$ cat src/trap_pkg.sv
`default_nettype none

package trap_pkg;

  localparam int XLEN = 32;

  // Machine-mode CSR addresses
  localparam logic [11:0] CSR_MIE      = 12'h304;
  localparam logic [11:0] CSR_MTVEC    = 12'h305;
  localparam logic [11:0] CSR_MSCRATCH = 12'h340;
  localparam logic [11:0] CSR_MEPC     = 12'h341;
  localparam logic [11:0] CSR_MCAUSE   = 12'h342;

  // Read-only views that drop any write
  localparam logic [11:0] CSR_MIP  = 12'h344;
  localparam logic [11:0] CSR_TIME = 12'hC01;

  // Timer interrupt code and the MTIE/MTIP bit index
  localparam int unsigned IRQ_TIMER_CODE = 7;

  typedef enum logic [1:0] {
    CSR_NONE  = 2'd0,
    CSR_WRITE = 2'd1,
    CSR_CLEAR = 2'd2,
    CSR_SET   = 2'd3
  } csr_op_e;

  typedef struct packed {
    csr_op_e          op;
    logic [11:0]      addr;
    logic [XLEN-1:0]  wdata;
  } csr_req_t;

  typedef logic [XLEN-2:0] exc_code_t;

  typedef struct packed {
    logic       interrupt;  // Set for asynchronous causes
    exc_code_t  code;
  } mcause_fields_t;

  // mcause is stored as a plain word but built from its fields
  typedef union packed {
    logic [XLEN-1:0] raw;
    mcause_fields_t  fields;
  } mcause_t;

endpackage

`default_nettype wire

$ cat src/csr_file.sv
`default_nettype none

module csr_file (
  input  wire logic                        clk_i,
  input  wire logic                        rst_i,
  input  wire trap_pkg::csr_req_t          csr_req_i,
  input  wire logic [trap_pkg::XLEN-1:0]   pc_i,
  input  wire logic                        capture_i,
  input  wire trap_pkg::mcause_t           cause_i,
  input  wire logic                        mip_timer_i,
  input  wire logic [trap_pkg::XLEN-1:0]   time_i,
  output logic      [trap_pkg::XLEN-1:0]   rdata_o,
  output logic                             mie_timer_o,
  output logic      [trap_pkg::XLEN-1:0]   mtvec_o,
  output logic      [trap_pkg::XLEN-1:0]   mepc_o
);

  logic [trap_pkg::XLEN-1:0] mie_q;
  logic [trap_pkg::XLEN-1:0] mtvec_q;
  logic [trap_pkg::XLEN-1:0] mscratch_q;
  logic [trap_pkg::XLEN-1:0] mepc_q;
  trap_pkg::mcause_t         mcause_q;

  logic [trap_pkg::XLEN-1:0] mip_val;
  logic [trap_pkg::XLEN-1:0] wr_data;
  logic                      wr_en;

  // Only the timer pending bit exists in mip
  always_comb begin
    mip_val = '0;
    mip_val[trap_pkg::IRQ_TIMER_CODE] = mip_timer_i;
  end

  always_comb begin
    case (csr_req_i.addr)
      trap_pkg::CSR_MIE:      rdata_o = mie_q;
      trap_pkg::CSR_MTVEC:    rdata_o = mtvec_q;
      trap_pkg::CSR_MSCRATCH: rdata_o = mscratch_q;
      trap_pkg::CSR_MEPC:     rdata_o = mepc_q;
      trap_pkg::CSR_MCAUSE:   rdata_o = mcause_q.raw;
      trap_pkg::CSR_MIP:      rdata_o = mip_val;
      trap_pkg::CSR_TIME:     rdata_o = time_i;
      default:                rdata_o = '0;
    endcase
  end

  assign wr_en = (csr_req_i.op != trap_pkg::CSR_NONE);

  // Clear and set work on the current value of the addressed register
  always_comb begin
    case (csr_req_i.op)
      trap_pkg::CSR_WRITE: wr_data = csr_req_i.wdata;
      trap_pkg::CSR_CLEAR: wr_data = rdata_o & ~csr_req_i.wdata;
      trap_pkg::CSR_SET:   wr_data = rdata_o | csr_req_i.wdata;
      default:             wr_data = rdata_o;
    endcase
  end

  always_ff @(posedge clk_i or posedge rst_i) begin
    if (rst_i) begin
      mie_q      <= '0;
      mtvec_q    <= '0;
      mscratch_q <= '0;
      mepc_q     <= '0;
      mcause_q   <= '0;
    end else begin
      if (wr_en) begin
        case (csr_req_i.addr)
          trap_pkg::CSR_MIE:      mie_q        <= wr_data;
          trap_pkg::CSR_MTVEC:    mtvec_q      <= wr_data;
          trap_pkg::CSR_MSCRATCH: mscratch_q   <= wr_data;
          trap_pkg::CSR_MEPC:     mepc_q       <= wr_data;
          trap_pkg::CSR_MCAUSE:   mcause_q.raw <= wr_data;
          default: ;  // mip, time and unknown addresses
        endcase
      end
      // A trap overrides a software write on the same edge
      if (capture_i) begin
        mepc_q       <= pc_i;
        mcause_q.raw <= cause_i.raw;
      end
    end
  end

  assign mie_timer_o = mie_q[trap_pkg::IRQ_TIMER_CODE];
  assign mtvec_o     = mtvec_q;
  assign mepc_o      = mepc_q;

endmodule

`default_nettype wire

$ cat src/machine_timer.sv
`default_nettype none

module machine_timer #(
  parameter int TIMER_PERIOD = 64
) (
  input  wire logic        clk_i,
  input  wire logic        rst_i,
  output logic      [31:0] time_o,
  output logic             tick_o
);

  localparam logic [31:0] LAST_COUNT = 32'(TIMER_PERIOD - 1);

  logic [31:0] count_q;

  // Tick marks the final count of each period
  assign tick_o = (count_q == LAST_COUNT);

  always_ff @(posedge clk_i or posedge rst_i) begin
    if (rst_i) begin
      count_q <= '0;
    end else if (tick_o) begin
      count_q <= '0;  // Wrap after the last count
    end else begin
      count_q <= count_q + 32'd1;
    end
  end

  assign time_o = count_q;

endmodule

`default_nettype wire

$ cat src/trap_ctrl.sv
`default_nettype none

module trap_ctrl (
  input  wire logic                  clk_i,
  input  wire logic                  rst_i,
  input  wire logic                  exc_i,
  input  wire trap_pkg::exc_code_t   exc_code_i,
  input  wire logic                  mret_i,
  input  wire logic                  tick_i,
  input  wire logic                  mie_timer_i,
  output logic                       capture_o,
  output trap_pkg::mcause_t          cause_o,
  output logic                       mip_timer_o,
  output logic                       trap_o,
  output logic                       ret_o
);

  typedef enum logic {
    RUN     = 1'b0,
    HANDLER = 1'b1
  } state_e;

  state_e state_q;
  logic   pending_q;
  logic   take_exc;
  logic   take_irq;
  logic   do_ret;

  // Exceptions win over the timer interrupt
  assign take_exc = (state_q == RUN) && exc_i;
  assign take_irq = (state_q == RUN) && pending_q && mie_timer_i && !exc_i;
  assign do_ret   = (state_q == HANDLER) && mret_i;

  assign capture_o = take_exc | take_irq;

  always_comb begin
    cause_o.fields.interrupt = !take_exc;
    cause_o.fields.code      = take_exc ? exc_code_i : 31'(trap_pkg::IRQ_TIMER_CODE);
  end

  always_ff @(posedge clk_i or posedge rst_i) begin
    if (rst_i) begin
      state_q <= RUN;
    end else if (capture_o) begin
      state_q <= HANDLER;
    end else if (do_ret) begin
      state_q <= RUN;
    end
  end

  // A fresh tick keeps the flag set even when the old one is taken
  always_ff @(posedge clk_i or posedge rst_i) begin
    if (rst_i) begin
      pending_q <= 1'b0;
    end else if (tick_i) begin
      pending_q <= 1'b1;
    end else if (take_irq) begin
      pending_q <= 1'b0;
    end
  end

  always_ff @(posedge clk_i or posedge rst_i) begin
    if (rst_i) begin
      trap_o <= 1'b0;
      ret_o  <= 1'b0;
    end else begin
      trap_o <= capture_o;
      ret_o  <= do_ret;
    end
  end

  assign mip_timer_o = pending_q;

endmodule

`default_nettype wire

$ cat src/trap_unit_top.sv
`default_nettype none

module trap_unit_top #(
  parameter int TIMER_PERIOD = 64
) (
  input  wire logic                        clk_i,
  input  wire logic                        rst_i,
  input  wire trap_pkg::csr_req_t          csr_req_i,
  input  wire logic [trap_pkg::XLEN-1:0]   pc_i,
  input  wire logic                        exc_i,
  input  wire trap_pkg::exc_code_t         exc_code_i,
  input  wire logic                        mret_i,
  output logic      [trap_pkg::XLEN-1:0]   rdata_o,
  output logic                             trap_o,
  output logic      [trap_pkg::XLEN-1:0]   trap_pc_o,
  output logic                             ret_o,
  output logic      [trap_pkg::XLEN-1:0]   ret_pc_o
);

  logic [31:0]       time_val;
  logic              tick;
  logic              capture;
  trap_pkg::mcause_t cause;
  logic              mip_timer;
  logic              mie_timer;

  trap_ctrl trap_ctrl_inst (
    .clk_i       (clk_i),
    .rst_i       (rst_i),
    .exc_i       (exc_i),
    .exc_code_i  (exc_code_i),
    .mret_i      (mret_i),
    .tick_i      (tick),
    .mie_timer_i (mie_timer),
    .capture_o   (capture),
    .cause_o     (cause),
    .mip_timer_o (mip_timer),
    .trap_o      (trap_o),
    .ret_o       (ret_o)
  );

  machine_timer #(
    .TIMER_PERIOD (TIMER_PERIOD)
  ) machine_timer_inst (
    .clk_i  (clk_i),
    .rst_i  (rst_i),
    .time_o (time_val),
    .tick_o (tick)
  );

  // Redirect and return targets come straight from mtvec and mepc
  csr_file csr_file_inst (
    .clk_i       (clk_i),
    .rst_i       (rst_i),
    .csr_req_i   (csr_req_i),
    .pc_i        (pc_i),
    .capture_i   (capture),
    .cause_i     (cause),
    .mip_timer_i (mip_timer),
    .time_i      (time_val),
    .rdata_o     (rdata_o),
    .mie_timer_o (mie_timer),
    .mtvec_o     (trap_pc_o),
    .mepc_o      (ret_pc_o)
  );

endmodule

`default_nettype wire
$ cat config.mk
export PLATFORM = sky130hd
export DESIGN_NAME = trap_unit_top
export DESIGN_NICKNAME = d
export VERILOG_FILES = /design/src/trap_pkg.sv /design/src/csr_file.sv /design/src/machine_timer.sv /design/src/trap_ctrl.sv /design/src/trap_unit_top.sv
export SDC_FILE = /design/constraint.sdc
export NUM_CORES = 1
export LEC_CHECK = 0
export ABC_CLOCK_PERIOD_IN_PS = 4400
export BUFFER_PORTS_ARGS = -buffer_cell sky130_fd_sc_hd__buf_4
export CELL_PAD_IN_SITES_DETAIL_PLACEMENT = 0
export CELL_PAD_IN_SITES_GLOBAL_PLACEMENT = 1
export CORE_MARGIN = 3
export CORE_UTILIZATION = 39
export DETAILED_ROUTE_END_ITERATION = 8
export PLACE_DENSITY = 0.75
export SLEW_MARGIN = 30
export SYNTH_ARGS = -nofsm -noshare
export SYNTH_HDL_FRONTEND = slang
export SYNTH_HIERARCHICAL = 1
export SYNTH_SLANG_ARGS = --single-unit
$ cat constraint.sdc
create_clock -name clk_i -period 4.4 [get_ports clk_i]
set_input_delay 0.44 -clock clk_i [delete_from_list [all_inputs] [get_ports clk_i]]
set_output_delay 0.44 -clock clk_i [all_outputs]
set_load 0.03 [all_outputs]
Word level (Yosys, flattened, before mapping):

Index checks and enable logic that the tools add are counted.

* register bits: 196
* word-level logic and storage cells: 59

* $add $sub $neg: 1
* eq/ne operators: 11
* mux-type cells: 14
* bitwise operators: 5
* reduce and logical (&&, ||, !) cells: 18

Operators by type and width (number)
* $mux W32: 7
* $pmux W32 S7: 1
* $pmux W32 S3: 1
* $eq A12 B10 Y1 const B: 6
* $add A32 B1 Y32 const B: 1
* $and A32 B32 Y32: 1
* $eq A32 B6 Y1 const B: 1
* $not A32 Y32: 1
* $or A32 B32 Y32: 1
* $mux W31: 1
* $eq A12 B12 Y1 const B: 1
* $reduce_bool A2 Y1: 6
* $reduce_and A2 Y1: 5
* $logic_and A1 B1 Y1: 5
* $eq A2 B2 Y1 const B: 2
* $mux W1: 4
* $eq A2 B1 Y1 const B: 1
* $logic_not A1 Y1: 2
* $not A1 Y1: 1
* $or A1 B1 Y1: 1

Longest topological paths before layout:

Gate-level depths: netlist of the first run.

* word-level depth: 7
* gate-level depth with buffers: 8
* mapped depth without buffers: 6

Modules after synthesis:

Netlist of the first run, hierarchy kept.

By module, submodules not included
* csr_file: instances 1, cells an instance 1003, area each 9596.7 um^2, seq. area each 4003.8 um^2
* machine_timer: instances 1, cells an instance 137, area each 1492.7 um^2, seq. area each 800.8 um^2
* trap_ctrl: instances 1, cells an instance 49, area each 389.1 um^2, seq. area each 100.1 um^2

Worst setup path before layout of the first run:

No wires, ideal clock.

* path type: input port to output port
* from: in csr_req_i[37] (netlist name)
* to: out rdata_o[25] (netlist name)
* arrival: 2.026 ns
* required time: 3.960 ns
* path slack: 1.934 ns
* stages on the path: 4
* path buffers: 0
* cells stage by stage: or4b_4 or4_4 o221ai_1 a21o_1

* cells in the longest elaborated chain, start to end: 2
* elaborated cells between the ends (all ways): 8

RTL lines
* start: declaration: RTL line trap_unit_top.sv:8 `input wire trap_pkg::csr_req_t csr_req_i,`
* $eq A12 B12 Y1 or $eq A12 B10 Y1 (tied branches): RTL line csr_file.sv:35 `case (csr_req_i.addr)`
* $pmux W32 S7 (*): RTL line csr_file.sv:35
* end: declaration: RTL line trap_unit_top.sv:13 `output logic [trap_pkg::XLEN-1:0] rdata_o,`

Mark *: on every way between the ends. The rest lies on a longest branch, timed or not.

Final worst setup path of the first run:

* from: in csr_req_i[32] (netlist name)
* to: out rdata_o[23] (netlist name)

Same word-level chain as after synthesis.

==> impl_metrics.json, run 1 <==
{
  "outcome": "finished clean",
  "die_y_um": 177.6,
  "cts-root-buf": "clkbuf_16",
  "worstPathMaxFanout": 29,
  "power.total_mw": 4.500,
  "power_density_nw_per_um2": 321.5,
  "startpoint": "csr_req_i[32]",
  "place_congestion": 0.9432,
  "route.met3.wl_um": 4032,
  "clock_sinks": 196,
  "multiInputGateArea_um2": 6016,
  "crit_type": "in -> out",
  "cts_made_buffers": 17,
  "cts.clk_slew.worst_paths_ns": 0.09,
  "slowest_stage": "nor2b_1",
  "setup-violations-final": 0,
  "antenna_found_initial": 0,
  "rows": 62,
  "pwr-share-comb_pct": 19.1,
  "peakVddDrop_mv": 0.2372,
  "layout_common_cells": "245 x buf_4, 196 x dfrtp_1, 116 x nand2_1",
  "power.switching_mw": 1.438,
  "synth_area_um2": 11480,
  "grtUsageTotal_pct": 28.67,
  "worstSkewPairLatency_ns": 0.46,
  "hold_depth": 3,
  "cp.required_ns": 3.96,
  "period_needed_ns": 3.404,
  "num-nets-final": 1465,
  "r2r_cells": 4,
  "layout-drive-gt1-share_pct": 24.27,
  "r2r_end": "machine_timer_inst/time_o[28]",
  "top_layer_used": "met4",
  "p_leak_nw": 6.050,
  "wl_per_cell_um": 26.09,
  "fillCellCount": 2827,
  "overflow": 0,
  "start_util_pct": 39.78,
  "design_area_um2": 14000,
  "grt_max_degree": 96,
  "dp.cells": 1715,
  "place_hpwl_um": 30370,
  "drtIter0Drc": 1512,
  "syn2layout_area_growth_pct": 21.95,
  "synth_seq_cells": 196,
  "crit_chain": "buf_4 > buf_4 > or3_1 > nor4_4 > buf_4 > a222oi_1 > nor2b_1 > inv_1 > buf_4",
  "grt_pass1_vias": 11060,
  "final_common_cell": "buf_4",
  "place_area_um2": 13400,
  "die_x_um": 177.6,
  "vias": 11280,
  "min_path_type": "in -> reg",
  "syn-instance-count": 1189,
  "ys.flop_type": "dfrtp_1",
  "crit_path_start_kind": "primary input",
  "fmax_mhz": 293.8,
  "cp.arrival_ns": 2.96,
  "cap_violations": 0,
  "setup_ws_ns": 0.9958,
  "drt-met1-wl_um": 19450,
  "met2_length_um": 21150,
  "rsz0062_at_grt": "no",
  "async_flop_share_pct": 100.0,
  "slowest_delay_ns": 0.46,
  "coreArea_um2": 28860,
  "finalHoldViolations": 0,
  "pre_cts_slack_ns": 1.039,
  "p_clk_share_pct": 35.1,
  "crit_top_cell": "buf_4",
  "wirelength_um": 45600,
  "reg2reg_from": "machine_timer_inst/time_o[12]",
  "antenna_left": 0,
  "relSlewSlack_pct": 31.18,
  "yosys_warnings": 6,
  "register_area_um2": 4905,
  "cts_setup_buffers": 0,
  "viasPerCell": 6.452,
  "synth_nets": 1303,
  "endpoint": "rdata_o[23]",
  "cts_max_path_buffers": 2,
  "power_frac_seq_pct": 45.7,
  "ys_seq_area_share_pct": 42.73,
  "setup_tns_ns": 0,
  "p_sw_share_pct": 31.95,
  "p_int_mw": 3.062,
  "htreeDepth": 4,
  "io_buffers": 210,
  "diodes": 0,
  "grt_pass1_wl_um": 69100,
  "io_pins": 211,
  "cp-end-kind": "output port",
  "dieArea_um2": 31530,
  "yosysUniqueCellTypes": 76,
  "drcViolationCount": 0,
  "tightest_slew_ns": 1.031,
  "synth_edf_count": 0,
  "finalCritPeriodShare_pct": 77.37,
  "synth_area_per_cell_um2": 9.654,
  "drtPass1Iterations": 7,
  "cts_tree": "done",
  "reg2reg_slack_ns": 2.24,
  "slew_viol_final": 0,
  "skew_ns": 0.01620,
  "final_cell_count_no_fill": 1748
}
==> flip-flops by register name, summed over array words and instances (netlist names) <==
register	count
csr_file_inst/mcause_q	32
csr_file_inst/mepc_o	32
csr_file_inst/mie_q	32
csr_file_inst/mscratch_q	32
csr_file_inst/mtvec_o	32
machine_timer_inst/time_o	32
trap_ctrl_inst/mip_timer_o	1
trap_ctrl_inst/ret_o	1
trap_ctrl_inst/state_q	1
trap_ctrl_inst/trap_o	1
==> Yosys cell counts (all sizes together), types with 3 or more instances <==
cell type  instances  area share [%]
a221o             15             1.3
or2                5            0.27
nor4              11            0.84
a222oi             4            0.35
xnor2             19             1.4
nor3               8            0.39
nand4b             4            0.31
a221oi            25             2.0
buf               47             2.6
mux2              20             2.0
dfrtp            196              43
a21oi             14            0.61
nor4b              5            0.70
o211ai             9            0.59
a32oi             54             4.1
a22o              12            0.92
o21bai             8            0.52
nor2b             20             1.2
o221ai            37             2.8
o2bb2ai            7            0.53
xor2              11            0.84
nand2            117             3.8
o2111ai            7            0.53
a22oi             44             2.9
inv               26            0.85
mux2i             30             2.6
nand2b            33             1.8
o21ai             60             2.6
nand3             28             1.2
o22ai             24             1.3
a2bb2oi            3            0.23
and3              14            0.76
nor2              41             1.3
and2              35             1.9
nand4             36             2.1
and4               8            0.62
o31ai             55             3.6
nand3b             6            0.39
a21o               8            0.52
clkbuf            59             2.0
==> through the flow <==
stage,util [%],hold WS (ns)
floorplan,-,0.2061
global placement,46.40,0.3730
detailed placement,46.42,0.3721
CTS,48.49,0.1849
global route,48.51,0.1838
finish,48.51,0.1878
==> worst max-delay path: cells and delay by family <==
family | cells | cell delay, ns
AOI/OAI and AO/OA | 1 | 0.22
and+or+nand+nor | 3 | 0.85
buffers and inverters | 5 | 1.40
==> kinds of logic after synthesis <==
group                    synth area share (%)
flip-flops                              42.73
XOR/XNOR                                2.289
multiplexers                            4.578
AND/OR/NAND/NOR                         18.77
adder cells (fa/ha/maj)                0.1090
AO/OA/AOI/OAI                           26.16
buffers and inverters                   5.363
==> power by group through the flow <==
stage	clock network (mW)	registers [mW]	logic [mW]
after floorplan	0	2.18	0.391
after global routing	1.68	2.07	0.931
after CTS	1.60	2.06	0.863
after global placement	0	2.09	0.853
final	1.58	2.06	0.862
after detailed placement	0	2.09	0.861
==> cell type report <==
class / instances / area share [%]
tap: 384 / 3.432
clock inverter: 15 / 1.153
multi-input combinational: 861 / 42.97
sequential: 196 / 35.04
clock buffer: 17 / 3.039
inverter: 26 / 0.7240
timing repair buffer: 249 / 13.64
==> worst min-delay path by stage <==
stage                   from                         end  slack (ns)
finish              pc_i[21]    csr_file_inst/mepc_o[21]        0.19
global route        pc_i[21]    csr_file_inst/mepc_o[21]        0.18
CTS                 pc_i[21]    csr_file_inst/mepc_o[21]        0.18
detailed placement     rst_i        trap_ctrl_inst/ret_o        0.37
global placement       rst_i        trap_ctrl_inst/ret_o        0.37
floorplan              rst_i  trap_ctrl_inst/mip_timer_o        0.21
==> layer usage <==
metal / vias up / global-route usage [%]
met5: - / 0
met3: 70 / 5.627
met4: 0 / 7.788
met1: 5665 / 40.88
li1: 4956 / -
met2: 587 / 44.55
==> repair_timing <==
item                                   4_1_cts  5_1_grt
gates resized for setup                      0        0
endpoints found under the hold margin        4        0
hold buffers                                 1        0
No activity file was read; power rests on OpenSTA's default activity.
==> inputs of run 2 (changes only) <==
Settings changed: ABC_CLOCK_PERIOD_IN_PS 4400 to 2800.
Clock period 4.4 ns to 2.8 ns, I/O delays scaled along.
==> run 2 against run 1 <==
Against the previous run: largest cell class unchanged; critical endpoint is now rdata_o[14]; critical path depth unchanged; wire length rose by 0.29%; sequential share of layout area down 0.71 points; via count is 0.56% higher; first-iteration DRC count fell by 10%; combinational power increased by 59%; utilization grew 1.0 points; largest power group unchanged.
==> impl_metrics.json, run 2 (same netlist as run 1, synthesis figures left out) <==
{
  "drtIter0Drc": 1354,
  "pwr-share-comb_pct": 18.9,
  "grt_pass1_wl_um": 68790,
  "wl_per_cell_um": 25.66,
  "diodes": 0,
  "die_y_um": 177.6,
  "period_needed_ns": 2.625,
  "htreeDepth": 4,
  "cts-root-buf": "clkbuf_16",
  "cp.required_ns": 2.52,
  "final_cell_count_no_fill": 1782,
  "power_density_nw_per_um2": 508.2,
  "crit_path_start_kind": "primary input",
  "p_sw_share_pct": 30.86,
  "cts_resized": 0,
  "dieArea_um2": 31530,
  "relSlewSlack_pct": 40.93,
  "vias": 11340,
  "start_util_pct": 39.78,
  "cp-end-kind": "output port",
  "peakVddDrop_mv": 0.4325,
  "cts_max_path_buffers": 2,
  "setup-violations-final": 0,
  "io_pins": 211,
  "clock_sinks": 196,
  "antenna_found_initial": 0,
  "place_hpwl_um": 31540,
  "fmax_mhz": 381.0,
  "design_area_um2": 14290,
  "p_leak_nw": 6.248,
  "cts_setup_buffers": 0,
  "cap_violations": 0,
  "skew_ns": 0.01579,
  "finalCritPeriodShare_pct": 93.74,
  "p_int_mw": 5.020,
  "p_clk_share_pct": 36.6,
  "syn2layout_area_growth_pct": 24.46,
  "drtPass1Iterations": 5,
  "worstPathMaxFanout": 37,
  "cp.arrival_ns": 2.34,
  "min_path_type": "in -> reg",
  "cts_tree": "done",
  "grt_max_degree": 96,
  "viasPerCell": 6.364,
  "cts.clk_slew.worst_paths_ns": 0.09,
  "grt_pass1_vias": 11110,
  "grtUsageTotal_pct": 28.60,
  "layout-drive-gt1-share_pct": 25.97,
  "rsz0062_at_grt": "no",
  "power_frac_seq_pct": 44.5,
  "finalHoldViolations": 0,
  "place_area_um2": 13650,
  "setup_tns_ns": 0,
  "layout_common_cells": "278 x buf_4, 196 x dfrtp_1, 116 x nand2_1",
  "slew_viol_final": 0,
  "wirelength_um": 45730,
  "cts_made_buffers": 17,
  "num-nets-final": 1499,
  "drcViolationCount": 0,
  "io_buffers": 210,
  "dp.cells": 1749,
  "antenna_left": 0,
  "tightest_slew_ns": 0.8860,
  "outcome": "finished clean",
  "rows": 62,
  "die_x_um": 177.6,
  "power.total_mw": 7.261,
  "worstSkewPairLatency_ns": 0.44,
  "final_common_cell": "buf_4",
  "place_congestion": 0.9249,
  "crit_type": "in -> out",
  "coreArea_um2": 28860,
  "power.switching_mw": 2.240,
  "overflow": 0
}
run 2: changes by cell type in the layout (fill, tap and decap cells not counted), sizes merged:
cell      before  now
buf          248  282
clkinv         4    2
bufinv         0    2
clkinvlp       3    2
clkbuf        17   18
run 2: critical path, cell delays in order:
cell	delay, ns
buf_4	0.12
nor4bb_4	0.34
buf_12	0.25
nand3_1	0.39
buf_4	0.35
o22ai_1	0.24
nor2_1	0.13
inv_1	0.07
buf_4	0.15
run 2: final timing paths:
kind | from | slack (ns) | cells after the start | endpoint
min reg2reg | csr_file_inst/mie_q[27] | 0.48 | 2 | csr_file_inst/mie_q[27]
max | csr_req_i[43] | 0.18 | 9 | rdata_o[14]
max reg2reg | machine_timer_inst/time_o[12] | 0.70 | 4 | machine_timer_inst/time_o[25]
min in group asynchronous | rst_i | 0.31 | 3 | trap_ctrl_inst/ret_o
max in group asynchronous | rst_i | 1.75 | 4 | csr_file_inst/mcause_q[24]
min | pc_i[8] | 0.04 | 3 | csr_file_inst/mepc_o[8]
run 2: power by group through the flow:
stage | registers, mW | logic [mW] | clock network [mW]
2_1_floorplan | 3.43 | 0.615 | 0
3_3_place_gp | 3.28 | 1.36 | 0
3_5_place_dp | 3.28 | 1.37 | 0
4_1_cts | 3.22 | 1.37 | 2.67
5_1_grt | 3.25 | 1.48 | 2.79
6_report | 3.23 | 1.37 | 2.66
run 2: layout make-up:
cell class	count	area, um^2
Clock buffer	18	439.2
Clock inverter	14	183.9
Fill cell	2786	14570
Inverter	26	101.3
Multi-Input combinational cell	861	6000
Sequential cell	196	4905
Tap cell	384	480.5
Timing Repair Buffer	283	2177
run 2: what timing repair did:
item,in CTS,in global routing
hold endpoints to repair,42,0
endpoints found under the setup margin,0,0
hold buffers,1,0
run 2: metrics by stage:
step | worst slack (ns) | hold WS [ns] | utilization (%)
after floorplan | 0.4912 | 0.04608 | -
after global placement | 0.2842 | 0.2104 | 47.31
after detailed placement | 0.2238 | 0.2135 | 47.31
after CTS | 0.2206 | 0.03215 | 49.51
after global routing | 0.07132 | 0.05174 | 49.51
final | 0.1754 | 0.04328 | 49.51
run 2: metal layers:
layer	share of wire, %	global-route usage (%)
met1	42	39.78
met2	46	43.64
met3	8.8	6.568
met4	3.1	10.37
met5	0	0
==> inputs of run 3 (changes only) <==
Settings changed: ABC_CLOCK_PERIOD_IN_PS 2800 to 2170, CORE_MARGIN 3 to 2.
Clock period 2.8 ns to 2.17 ns, I/O delays scaled along.
==> run 3 against run 2 <==
Against the previous run: the run now ends with setup timing left; wire length increased by 3.5%; power increased by 28%; clock skew increased by 0.00073 ns; critical endpoint is now rdata_o[30]; cell count increased by 6.7%; largest cell class unchanged; largest power group unchanged.
==> impl_metrics.json, run 3 (same netlist as run 1, synthesis figures left out) <==
{
  "outcome": "complete, but fails checks",
  "violations": "setup timing",
  "peakVddDrop_mv": 0.4969,
  "cp.arrival_ns": 1.95,
  "place_hpwl_um": 33750,
  "overflow": 0,
  "layout-drive-gt1-share_pct": 32.56,
  "cap_violations": 0,
  "tightest_slew_ns": 0.6098,
  "setup_ws_ns": -0.0007068,
  "cp.required_ns": 1.95,
  "drtPass1Iterations": 7,
  "antenna_left": 0,
  "io_pins": 211,
  "dieArea_um2": 30820,
  "grt_pass1_vias": 11500,
  "antenna_found_initial": 0,
  "dp.cells": 1833,
  "relSlewSlack_pct": 59.20,
  "start_util_pct": 39.78,
  "crit_type": "in -> out",
  "setup_tns_ns": -0.0007068,
  "wirelength_um": 47330,
  "min_path_type": "in -> reg",
  "finalHoldViolations": 0,
  "htreeDepth": 4,
  "pre_cts_slack_ns": -0.1229,
  "clock_sinks": 196,
  "grt_max_degree": 81,
  "die_x_um": 175.6,
  "cts_tree": "done",
  "drtIter0Drc": 1389,
  "grtUsageTotal_pct": 30.33,
  "holdWs_ns": 0.01124,
  "wl_per_cell_um": 24.90,
  "period_needed_ns": 2.171,
  "finalCritPeriodShare_pct": 100.0,
  "worstSkewPairLatency_ns": 0.44,
  "rsz0062_at_grt": "yes",
  "place_area_um2": 14460,
  "setup-violations-final": 1,
  "num-nets-final": 1618,
  "p_leak_nw": 6.915,
  "design_area_um2": 15590,
  "fin_util_pct": 54.02,
  "grt_pass1_wl_um": 71210,
  "power_density_nw_per_um2": 596.5,
  "power.total_mw": 9.300,
  "vias": 11890,
  "cts_made_buffers": 17,
  "crit_path_start_kind": "primary input",
  "worstPathMaxFanout": 4,
  "fmax_mhz": 460.7,
  "drcViolationCount": 0,
  "diodes": 0,
  "final_cell_count_no_fill": 1901,
  "final_common_cell": "buf_4",
  "rows": 62,
  "slew_viol_final": 0,
  "coreArea_um2": 28860,
  "reg2reg_slack_ns": 0.27,
  "cp-end-kind": "output port",
  "io_buffers": 210,
  "die_y_um": 175.6,
  "layout_common_cells": "355 x buf_4, 193 x dfrtp_1, 116 x nand2_1",
  "fillCellCount": 2656,
  "cts_max_path_buffers": 2,
  "place_congestion": 0.9293,
  "cts-root-buf": "clkbuf_16",
  "viasPerCell": 6.255,
  "syn2layout_area_growth_pct": 35.82,
  "cts.clk_slew.worst_paths_ns": 0.08,
  "skew_ns": 0.01652
}
[run 3: cell count changes in the layout (fill, tap and decap cells not counted), sizes merged]
cell	previous run	this run
buf	282	386
clkinvlp	2	3
dlygate4sd3	1	16
clkinv	2	4
bufinv	2	1
inv	34	32
[run 3: final timing paths]
path | cells after the start | end | from
min in group asynchronous | 3 | trap_ctrl_inst/trap_o | rst_i
min | 3 | csr_file_inst/mepc_o[20] | pc_i[20]
max in group asynchronous | 4 | csr_file_inst/mie_q[26] | rst_i
max reg2reg | 4 | machine_timer_inst/time_o[22] | machine_timer_inst/time_o[8]
max | 7 | rdata_o[30] | csr_req_i[39]
min reg2reg | 2 | csr_file_inst/mie_q[15] | csr_file_inst/mie_q[15]
[run 3: critical path, stage by stage]
cell      delay [ns]
buf_8           0.10
or4b_4          0.59
buf_4           0.17
nor2_1          0.34
nand2_1         0.09
o211ai_1        0.20
buf_4           0.24
[run 3: final cells by class]
class / instances / area [um^2] / share of cell area [%]
multi-input combinational: 861 / 6172 / 39.59
sequential: 196 / 4908 / 31.48
timing repair buffer: 402 / 3339 / 21.42
tap: 384 / 480.5 / 3.082
clock buffer: 18 / 429.2 / 2.753
clock inverter: 14 / 158.9 / 1.019
inverter: 26 / 101.3 / 0.6501
[run 3: what timing repair did]
item,CTS,global route
endpoints found under the setup margin,23,23
pin swaps,0,13
hold buffers,16,0
hold endpoints to repair,68,0
resized for setup,18,35
setup buffers,5,15
[run 3: report_power, final]
group          internal, mW  switching [mW]  total [mW]
Sequential             3.91           0.269        4.18
Combinational         0.838            1.04        1.87
Clock                  1.64            1.60        3.24
[run 3: per-layer routing]
metal / global-route usage, % / wire (um)
met1: 42.87 / 20310
met2: 48.18 / 22170
met3: 5.693 / 3926
met4: 7.369 / 919
met5: 0 / 0
